[src/hdl/lvds_rx_defines.svh]
// lvds rx defines: word geometry and alignment search constants for the 7:1 receiver
`ifndef LVDS_RX_DEFINES_SVH
`define LVDS_RX_DEFINES_SVH

// --------------------
// lane geometry
// --------------------

// bits per deserialized lane word, one pixel clock
`define LVDS_WORD_BITS 7

// data lanes per channel, clock lane not counted
`define LVDS_DATA_LANES 4

// bits per colour component in the unpacked pixel
`define LVDS_COLOR_BITS 8

// --------------------
// word alignment
// --------------------

// clock lane word once the boundary is right
`define LVDS_CLOCK_PATTERN 7'b1100011

// back-to-back matches needed before word lock
`define LVDS_LOCK_COUNT 4

// idle cycles after each rotation step
`define LVDS_SLIP_WAIT 2

`endif

[src/hdl/lvds_rx_pkg.sv]
// lvds rx package: lane, pixel and sync types shared by the receiver back end
`include "lvds_rx_defines.svh"
`default_nettype none

package lvds_rx_pkg;

    // --------------------
    // lane words
    // --------------------
    typedef logic [`LVDS_WORD_BITS-1:0] lane_word_t;

    typedef struct packed {
        lane_word_t lane0;
        lane_word_t lane1;
        lane_word_t lane2;  // also carries de, vs, hs
        lane_word_t lane3;  // colour extension bits
    } channel_lanes_t;

    typedef logic [2:0] rotation_t;  // 0 to 6

    typedef struct packed {
        logic           locked;  // word_lock one stage later
        channel_lanes_t odd;
        channel_lanes_t even;
    } aligned_lanes_t;

    // --------------------
    // video out
    // --------------------
    typedef struct packed {
        logic [`LVDS_COLOR_BITS-1:0] r;
        logic [`LVDS_COLOR_BITS-1:0] g;
        logic [`LVDS_COLOR_BITS-1:0] b;
    } rgb_pixel_t;

    typedef struct packed {
        logic vs;
        logic hs;
        logic de;
    } video_sync_t;

    // where the lane3 extension pair lands
    typedef enum logic {
        MAP_VESA  = 1'b0,  // extension bits on top
        MAP_JEIDA = 1'b1   // extension bits at the bottom
    } map_mode_t;

    // rotate left inside one lane word, bit i goes to (i + amount) mod 7
    function automatic lane_word_t rotate_word(lane_word_t word, rotation_t amount);
        lane_word_t  result;
        int unsigned dst;
        result = '0;
        for (int unsigned i = 0; i < `LVDS_WORD_BITS; i++)
        begin
            dst = i + amount;
            if (dst >= `LVDS_WORD_BITS)
                dst = dst - `LVDS_WORD_BITS;
            result[dst] = word[i];
        end
        return result;
    endfunction

endpackage

`default_nettype wire

[src/hdl/word_align_ctl.sv]
// word_align_ctl: qualifies the lock flags and searches the clock lane for the word boundary
`include "lvds_rx_defines.svh"
`default_nettype none

module word_align_ctl (
    input  logic                    O_pix_clk,
    input  logic                    reset_sync,
    input  logic                    pll_lock,
    input  logic                    phase_lock,
    input  lvds_rx_pkg::lane_word_t clk_word,
    output lvds_rx_pkg::rotation_t  rotation,
    output logic                    word_lock
);

    localparam int MATCH_W = $clog2(`LVDS_LOCK_COUNT + 1);
    localparam int WAIT_W  = $clog2(`LVDS_SLIP_WAIT + 1);

    localparam logic [MATCH_W-1:0] LOCK_COUNT = MATCH_W'(`LVDS_LOCK_COUNT);
    localparam logic [WAIT_W-1:0]  SLIP_WAIT  = WAIT_W'(`LVDS_SLIP_WAIT);

    localparam lvds_rx_pkg::lane_word_t CLOCK_PATTERN = `LVDS_CLOCK_PATTERN;
    localparam lvds_rx_pkg::rotation_t  LAST_ROT =
        lvds_rx_pkg::rotation_t'(`LVDS_WORD_BITS - 1);

    logic               lock_d1;
    logic               align_enable;
    logic [MATCH_W-1:0] match_cnt;
    logic [WAIT_W-1:0]  wait_cnt;
    logic               compare_en;
    logic               pattern_hit;

    // --------------------
    // lock qualification
    // --------------------

    // two stage pipe on the combined pll and phase lock
    always_ff @(posedge O_pix_clk or posedge reset_sync)
    begin
        if (reset_sync)
        begin
            lock_d1      <= 1'b0;
            align_enable <= 1'b0;
        end
        else
        begin
            lock_d1      <= pll_lock && phase_lock;
            align_enable <= lock_d1;
        end
    end

    // --------------------
    // pattern search
    // --------------------

    // compare only when searching and not settling after a slip
    assign compare_en  = align_enable && !word_lock && (wait_cnt == '0);
    assign pattern_hit = (lvds_rx_pkg::rotate_word(clk_word, rotation) == CLOCK_PATTERN);

    always_ff @(posedge O_pix_clk or posedge reset_sync)
    begin
        if (reset_sync)
        begin
            rotation  <= '0;
            word_lock <= 1'b0;
            match_cnt <= '0;
            wait_cnt  <= '0;
        end
        else if (!align_enable)
        begin
            // lost lock upstream, start over from rotation 0
            rotation  <= '0;
            word_lock <= 1'b0;
            match_cnt <= '0;
            wait_cnt  <= '0;
        end
        else
        begin
            if (wait_cnt != '0)
                wait_cnt <= wait_cnt - 1'b1;

            if (compare_en)
            begin
                if (pattern_hit)
                begin
                    match_cnt <= match_cnt + 1'b1;
                    if (match_cnt + 1'b1 == LOCK_COUNT)
                        word_lock <= 1'b1;  // rotation frozen from here
                end
                else
                begin
                    // wrong boundary, step one bit and let it settle
                    match_cnt <= '0;
                    rotation  <= (rotation == LAST_ROT) ? '0 : rotation + 1'b1;
                    wait_cnt  <= SLIP_WAIT;
                end
            end
        end
    end

    // --------------------
    // checks
    // --------------------

    // rotation wraps after 6, never reaches 7
    assert property (@(posedge O_pix_clk) disable iff (reset_sync)
        rotation <= LAST_ROT);

    // no lock can follow a cycle without align_enable
    assert property (@(posedge O_pix_clk) disable iff (reset_sync)
        !align_enable |=> !word_lock);

endmodule

`default_nettype wire

[src/hdl/lane_derotate.sv]
// lane_derotate: one register stage that rotates all eight data lanes by the found amount
`default_nettype none

module lane_derotate (
    input  logic                        O_pix_clk,
    input  logic                        reset_sync,
    input  lvds_rx_pkg::channel_lanes_t lanes_odd,
    input  lvds_rx_pkg::channel_lanes_t lanes_even,
    input  lvds_rx_pkg::rotation_t      rotation,
    input  logic                        word_lock,
    output lvds_rx_pkg::aligned_lanes_t aligned
);

    // same amount on every lane of one channel
    function automatic lvds_rx_pkg::channel_lanes_t rotate_channel(
        input lvds_rx_pkg::channel_lanes_t lanes,
        input lvds_rx_pkg::rotation_t      amount
    );
        lvds_rx_pkg::channel_lanes_t result;
        result.lane0 = lvds_rx_pkg::rotate_word(lanes.lane0, amount);
        result.lane1 = lvds_rx_pkg::rotate_word(lanes.lane1, amount);
        result.lane2 = lvds_rx_pkg::rotate_word(lanes.lane2, amount);
        result.lane3 = lvds_rx_pkg::rotate_word(lanes.lane3, amount);
        return result;
    endfunction

    // --------------------
    // derotation stage
    // --------------------

    // lock flag rides with the data so downstream gating lines up
    always_ff @(posedge O_pix_clk or posedge reset_sync)
    begin
        if (reset_sync)
        begin
            aligned <= '0;
        end
        else
        begin
            aligned.locked <= word_lock;
            aligned.odd    <= rotate_channel(lanes_odd, rotation);
            aligned.even   <= rotate_channel(lanes_even, rotation);
        end
    end

endmodule

`default_nettype wire

[src/hdl/pixel_unpack.sv]
// pixel_unpack: maps one channel's aligned lanes to an rgb888 pixel, vesa or jeida order
`include "lvds_rx_defines.svh"
`default_nettype none

module pixel_unpack (
    input  logic                        O_pix_clk,
    input  logic                        reset_sync,
    input  lvds_rx_pkg::channel_lanes_t lanes,
    input  logic                        locked,
    input  lvds_rx_pkg::map_mode_t      map_mode,
    output lvds_rx_pkg::rgb_pixel_t     pixel
);

    localparam int CORE_W = `LVDS_COLOR_BITS - 2;  // bits carried on lanes 0 to 2

    logic [CORE_W-1:0]       r_core;
    logic [CORE_W-1:0]       g_core;
    logic [CORE_W-1:0]       b_core;
    logic [1:0]              r_ext;
    logic [1:0]              g_ext;
    logic [1:0]              b_ext;
    lvds_rx_pkg::rgb_pixel_t pixel_next;

    // --------------------
    // bit extraction
    // --------------------

    // core bits, msb first
    assign r_core = {lanes.lane0[1], lanes.lane0[2], lanes.lane0[3],
                     lanes.lane0[4], lanes.lane0[5], lanes.lane0[6]};
    assign g_core = {lanes.lane1[2], lanes.lane1[3], lanes.lane1[4],
                     lanes.lane1[5], lanes.lane1[6], lanes.lane0[0]};
    assign b_core = {lanes.lane2[3], lanes.lane2[4], lanes.lane2[5],
                     lanes.lane2[6], lanes.lane1[0], lanes.lane1[1]};

    // extension pairs, all on lane3
    assign r_ext = {lanes.lane3[5], lanes.lane3[6]};
    assign g_ext = {lanes.lane3[3], lanes.lane3[4]};
    assign b_ext = {lanes.lane3[1], lanes.lane3[2]};

    always_comb
    begin
        if (map_mode == lvds_rx_pkg::MAP_JEIDA)
        begin
            pixel_next.r = {r_core, r_ext};
            pixel_next.g = {g_core, g_ext};
            pixel_next.b = {b_core, b_ext};
        end
        else
        begin
            // vesa puts the extension pair on top
            pixel_next.r = {r_ext, r_core};
            pixel_next.g = {g_ext, g_core};
            pixel_next.b = {b_ext, b_core};
        end
    end

    // --------------------
    // output register
    // --------------------

    always_ff @(posedge O_pix_clk or posedge reset_sync)
    begin
        if (reset_sync)
            pixel <= '0;
        else if (locked)
            pixel <= pixel_next;
        else
            pixel <= '0;  // blank until word lock
    end

    // an unlocked input cycle always yields a black pixel
    assert property (@(posedge O_pix_clk) disable iff (reset_sync)
        !locked |=> (pixel == '0));

endmodule

`default_nettype wire

[src/hdl/lvds_rx_top.sv]
// lvds_rx_top: two channel 7:1 lvds receiver back end, word alignment to rgb888 plus sync
`default_nettype none

module lvds_rx_top (
    input  logic                        O_pix_clk,
    input  logic                        reset_sync,
    input  logic                        pll_lock,
    input  logic                        phase_lock,
    input  lvds_rx_pkg::map_mode_t      map_mode,
    input  lvds_rx_pkg::lane_word_t     clk_word,
    input  lvds_rx_pkg::channel_lanes_t lanes_odd,
    input  lvds_rx_pkg::channel_lanes_t lanes_even,
    output lvds_rx_pkg::rgb_pixel_t     pixel_odd,
    output lvds_rx_pkg::rgb_pixel_t     pixel_even,
    output lvds_rx_pkg::video_sync_t    sync,
    output logic                        word_lock,
    output lvds_rx_pkg::rotation_t      rotation
);

    lvds_rx_pkg::aligned_lanes_t aligned;

    // --------------------
    // alignment
    // --------------------

    // finds 1100011 on the clock lane
    word_align_ctl u_word_align (
        .O_pix_clk  (O_pix_clk),
        .reset_sync (reset_sync),
        .pll_lock   (pll_lock),
        .phase_lock (phase_lock),
        .clk_word   (clk_word),
        .rotation   (rotation),
        .word_lock  (word_lock)
    );

    lane_derotate u_derotate (
        .O_pix_clk  (O_pix_clk),
        .reset_sync (reset_sync),
        .lanes_odd  (lanes_odd),
        .lanes_even (lanes_even),
        .rotation   (rotation),
        .word_lock  (word_lock),
        .aligned    (aligned)
    );

    // --------------------
    // pixel unpack
    // --------------------

    pixel_unpack u_unpack_odd (
        .O_pix_clk  (O_pix_clk),
        .reset_sync (reset_sync),
        .lanes      (aligned.odd),
        .locked     (aligned.locked),
        .map_mode   (map_mode),
        .pixel      (pixel_odd)
    );

    pixel_unpack u_unpack_even (
        .O_pix_clk  (O_pix_clk),
        .reset_sync (reset_sync),
        .lanes      (aligned.even),
        .locked     (aligned.locked),
        .map_mode   (map_mode),
        .pixel      (pixel_even)
    );

    // --------------------
    // sync extraction
    // --------------------

    // de, vs, hs sit in the low bits of the even channel's lane2
    always_ff @(posedge O_pix_clk or posedge reset_sync)
    begin
        if (reset_sync)
        begin
            sync <= '0;
        end
        else if (aligned.locked)
        begin
            sync.de <= aligned.even.lane2[0];
            sync.vs <= aligned.even.lane2[1];
            sync.hs <= aligned.even.lane2[2];
        end
        else
        begin
            sync <= '0;  // same gating as the pixels
        end
    end

endmodule

`default_nettype wire

[config.mk]
export PLATFORM = sky130hd
export DESIGN_NAME = lvds_rx_top
export DESIGN_NICKNAME = d
export VERILOG_FILES = /design/src/hdl/lvds_rx_pkg.sv /design/src/hdl/word_align_ctl.sv /design/src/hdl/lane_derotate.sv /design/src/hdl/pixel_unpack.sv /design/src/hdl/lvds_rx_top.sv
export VERILOG_INCLUDE_DIRS = /design/src /design/src/hdl
export SDC_FILE = /design/constraint.sdc
export NUM_CORES = 1
export LEC_CHECK = 0
export BUFFER_PORTS_ARGS = -buffer_cell sky130_fd_sc_hd__buf_2
export CAP_MARGIN = 20
export CORE_AREA = 8 8 131 225
export CTS_CLUSTER_DIAMETER = 40
export DETAILED_ROUTE_END_ITERATION = 16
export DIE_AREA = 0 0 139 233
export MAX_ROUTING_LAYER = met4
export SYNTH_ARGS = -nofsm -noshare
export SYNTH_HDL_FRONTEND = slang
export SYNTH_SLANG_ARGS = --single-unit
[constraint.sdc]
create_clock -name O_pix_clk -period 4.4 [get_ports O_pix_clk]
set_input_delay 0 -clock O_pix_clk [delete_from_list [all_inputs] [get_ports O_pix_clk]]
set_output_delay 0 -clock O_pix_clk [all_outputs]
set_load 0.005 [all_outputs]
==> impl_metrics.csv <==
group,metric,value,unit
status,run_status,"completed",
synthesis,ys_dominant_reg_cell,"sky130_fd_sc_hd__dfrtp_1",
synthesis,syn_warnings,0,
power,leakage_power,0.00499,µW
timing,slew_headroom,29.6,%
timing,timing.final.crit_period,4.05,ns
synthesis,synthAdderAreaFrac,3.25,%
cts,clk_transition_reported_paths,0.05,ns
synthesis,synth-xor-area-share,0.826,%
timing,fin_skew,0.0241,ns
die,die_width,139,µm
cts,cts_made_buffers,25,
detailed_routing,wl,31500,µm
die,total_number_of_placement_rows,79,
worst_setup_path,worstPathArrival,4.38,ns
worst_setup_path,endpoint_kind,"flop",
synthesis,syn_area,0.00909,mm²
worst_setup_path,startpoint_type,"flop",
timing,max_slew_violation_total_from_the_final_report,0,
final_layout,drive_above_1_share,19.1,%
worst_setup_path,data_required_time_of_the_critical_path,4.73,ns
synthesis,library_cell_with_the_largest_summed_area_after_synthesis,"sky130_fd_sc_hd__dfrtp_1",
detailed_routing,drt.antenna.violating_nets,0,
cts,tritoncts,"yes",
global_route,antenna_found_initial,0,
synthesis,synth_cell_types,90,
worst_setup_path,critical_path.max_fanout,18,
final_layout,final_common_cell,"sky130_fd_sc_hd__nor2_1",
timing,rsz0062_at_grt,"false",
synthesis,synth.avg_cell_area,8.08,µm²
final_layout,final_cell_mix,"sky130_fd_sc_hd__nor2_1 (133), sky130_fd_sc_hd__buf_2 (122), sky130_fd_sc_hd__nand2_1 (121)",
die,core_area,0.0263,mm²
cts,clk_latency,0.45,ns
final_layout,finalNetCount,1371,
cts,htreeDepth,4,
detailed_routing,drt-initial-drc-count,488,
timing,finalCritPeriodShare,92.1,%
global_route,grt_start_max_net_pins,65,
synthesis,synth.ff_latch_count,114,
power,power_per_cell_area,336,mW/mm²
final_layout,number_of_antenna_diodes,0,
synthesis,synth_top_area_share,31.4,%
die,die-area,0.0324,mm²
timing,fmaxAchievable,247,MHz
final_layout,layout-area-overhead-vs-synth,23.0,%
die,die-height,233,µm
detailed_routing,vias_per_cell,5.48,
cts,cts-root-to-sink-buffers,3,
cts,clock_sinks,114,
global_route,overflow,0,
synthesis,synthSimpleGateAreaFrac,24.4,%
synthesis,synthCells,1125,
worst_hold_path,min-delay-path-class,"input pin to flop",
worst_hold_path,hold_depth,5,
timing,finalSetupViolCount,0,
synthesis,synth_sequential_area_ratio,31.4,%
detailed_routing,routed_wire_length_per_instance,19.6,µm
detailed_routing,dr.pass1.iters,7,
global_route,grt_first_pass_wirelength,50100,µm
flow_run,max-cap-violations,0,
detailed_routing,route.detailed.drc,0,
synthesis,synth.mux.area_fraction,11.5,%
synthesis,synth_async_sr_flop_share,100,%
global_route,grt_pass1_vias,8987,
cts,ctsRootBufferMaster,"sky130_fd_sc_hd__clkbuf_16",
synthesis,synth-compound-area-share,24.1,%
timing,tns,0,ns
final_layout,area.sequential,0.00285,mm²
power,power,3760,µW
final_layout,fillerInstances,2680,
timing,hold_viol_final,0,
die,initial_standard_cell_utilization_of_the_core,34.6,%
die,design.portCount,123,
detailed_routing,detailroute.via_count,8809,
timing,worst-slew-pin-transition,1.05,ns
global_route,grt.total_usage,19.9,%
synthesis,combinational_family_with_the_most_area_after_synthesis,"simple AND/OR/NAND/NOR gates",
synthesis,synth_edf_count,0,
placement,dp_hpwl,25500,µm
final_layout,multiInputGateArea,0.00584,mm²
worst_setup_path,timing_worst_setup_path_type,"flop to flop",
synthesis,syn-num-nets,1216,
worst_setup_path,worst-r2r-cell-count,12,
synthesis,post_synth_main_area_contributors,"sky130_fd_sc_hd__dfrtp_1 (31%), sky130_fd_sc_hd__mux2i_1 (11%), sky130_fd_sc_hd__a21oi_1 (5.8%)",
placement,port_buffers,122,
placement,gp_congestion,0.958,
power,vdd.ir_drop.worst,0.000184,V
sequential cells by signal (all words and copies together) (netlist names):
register and flops:
u_unpack_even.pixel 24, sync 3, u_word_align.lock_d1 1, u_word_align.align_enable 1, u_word_align.match_cnt 3, u_unpack_odd.pixel 24, u_word_align.wait_cnt 2, u_word_align.word_lock 1
u_word_align.rotation 3, u_derotate.aligned 52
final cells by class:
cell class                 instances  share of cell area (%)
clock buffer                      30                    6.12
clock inverter                     1                  0.0447
inverter                          21                   0.760
multi-input combinational        914                    52.2
sequential                       114                    25.5
tap                              324                    3.62
timing repair buffer             204                    11.7
synthesized netlist by cell type (3+ instances only):
master,number
sky130_fd_sc_hd__a21oi_1,105
sky130_fd_sc_hd__nand2_1,121
sky130_fd_sc_hd__o22ai_1,3
sky130_fd_sc_hd__buf_2,11
sky130_fd_sc_hd__o21ai_0,68
sky130_fd_sc_hd__o32a_1,3
sky130_fd_sc_hd__a211oi_1,59
sky130_fd_sc_hd__o211a_1,3
sky130_fd_sc_hd__nor3_1,11
sky130_fd_sc_hd__or2_2,4
sky130_fd_sc_hd__xnor2_1,3
sky130_fd_sc_hd__mux2i_1,99
sky130_fd_sc_hd__inv_1,21
sky130_fd_sc_hd__or3b_2,3
sky130_fd_sc_hd__o221ai_1,3
sky130_fd_sc_hd__buf_1,7
sky130_fd_sc_hd__dfrtp_1,114
sky130_fd_sc_hd__nor2_1,133
sky130_fd_sc_hd__a311oi_1,21
sky130_fd_sc_hd__a21bo_2,3
sky130_fd_sc_hd__clkbuf_1,50
sky130_fd_sc_hd__nand2b_1,14
sky130_fd_sc_hd__nand3b_1,13
sky130_fd_sc_hd__nor2b_1,60
sky130_fd_sc_hd__and3_1,5
sky130_fd_sc_hd__ha_1,22
sky130_fd_sc_hd__xor2_1,3
sky130_fd_sc_hd__nor3b_1,4
sky130_fd_sc_hd__nand3_1,21
sky130_fd_sc_hd__o211ai_1,11
sky130_fd_sc_hd__and2_1,24
sky130_fd_sc_hd__or3_1,6
sky130_fd_sc_hd__a31oi_1,19
sky130_fd_sc_hd__buf_4,5
per-layer routing:
| layer | global-route usage [%] | up-vias | share of wire (%) |
|---|---|---|---|
| met5 | - | - | 0 |
| met4 | 10.3 | 0 | 4.0 |
| met3 | 2.07 | 81 | 3.7 |
| met2 | 36.5 | 295 | 54 |
| met1 | 20.9 | 4065 | 39 |
| li1 | - | 4368 | - |
path summary, 6_finish.rpt:
| kind | startpoint | endpoint | slack [ns] |
|---|---|---|---|
| min in group asynchronous | reset_sync | u_unpack_even.pixel[0] | 0.20 |
| hold / removal | lanes_odd[18] | u_derotate.aligned[47] | 0.09 |
| hold reg to reg | u_word_align.lock_d1 | u_word_align.align_enable | 0.34 |
| setup / recovery | u_word_align.rotation[2] | u_derotate.aligned[20] | 0.35 |
| max in group asynchronous | reset_sync | u_word_align.rotation[2] | 3.01 |
| setup reg to reg | u_word_align.rotation[2] | u_derotate.aligned[20] | 0.35 |
worst max-delay path, cell delays in order, from the launching register on:
cell	delay, ns
sky130_fd_sc_hd__dfrtp_2	0.52
sky130_fd_sc_hd__clkinvlp_4	0.22
sky130_fd_sc_hd__ha_1	0.19
sky130_fd_sc_hd__nand2_1	0.08
sky130_fd_sc_hd__ha_1	0.21
sky130_fd_sc_hd__or4b_1	0.62
sky130_fd_sc_hd__mux2_2	0.33
sky130_fd_sc_hd__or3_1	0.61
sky130_fd_sc_hd__nor2_1	0.19
sky130_fd_sc_hd__a211oi_1	0.07
sky130_fd_sc_hd__a21oi_1	0.20
sky130_fd_sc_hd__o21ai_0	0.09
sky130_fd_sc_hd__dlygate4sd3_1	0.60
report_power, final:
group          total (µW)  switching (µW)  internal [µW]
clock                1530             461           1070
combinational        1010             595            412
sequential           1230            64.5           1160
total                3760            1120           2640
per-stage QoR:
step           instance area (µm²)  setup WS, ns  cells  hold WS [ns]  utilization [%]
2_1_floorplan                 9090         0.549   1125         0.117                -
3_3_place_gp                 10200         0.475   1549         0.126             38.8
3_5_place_dp                 10200         0.375   1549         0.138             38.8
4_1_cts                      11200         0.127   1607        0.0785             42.4
5_1_grt                      11200         0.148   1608         0.116             42.6
6_report                     11200         0.347   1608        0.0924             42.6
cell families (layout without fill, tap and decap cells):
| family | count (synthesis) | after routing |
|---|---|---|
| AOI/OAI and AO/OA | 338 | 338 |
| xor gates and xnor gates | 7 | 7 |
| adders and majority gates | 23 | 23 |
| buffers and inverters | 97 | 256 |
| DFF | 114 | 114 |
| muxes | 103 | 103 |
| and+or+nand+nor | 443 | 443 |
repair_timing:
action | 4_1_cts | 5_1_grt
hold buffers | 27 | 0
resized for setup | 0 | 3
setup endpoints to repair | 0 | 5
buffers inserted | 0 | 0
hold endpoints to repair | 102 | 0
Power figures use the tool's default switching activity.
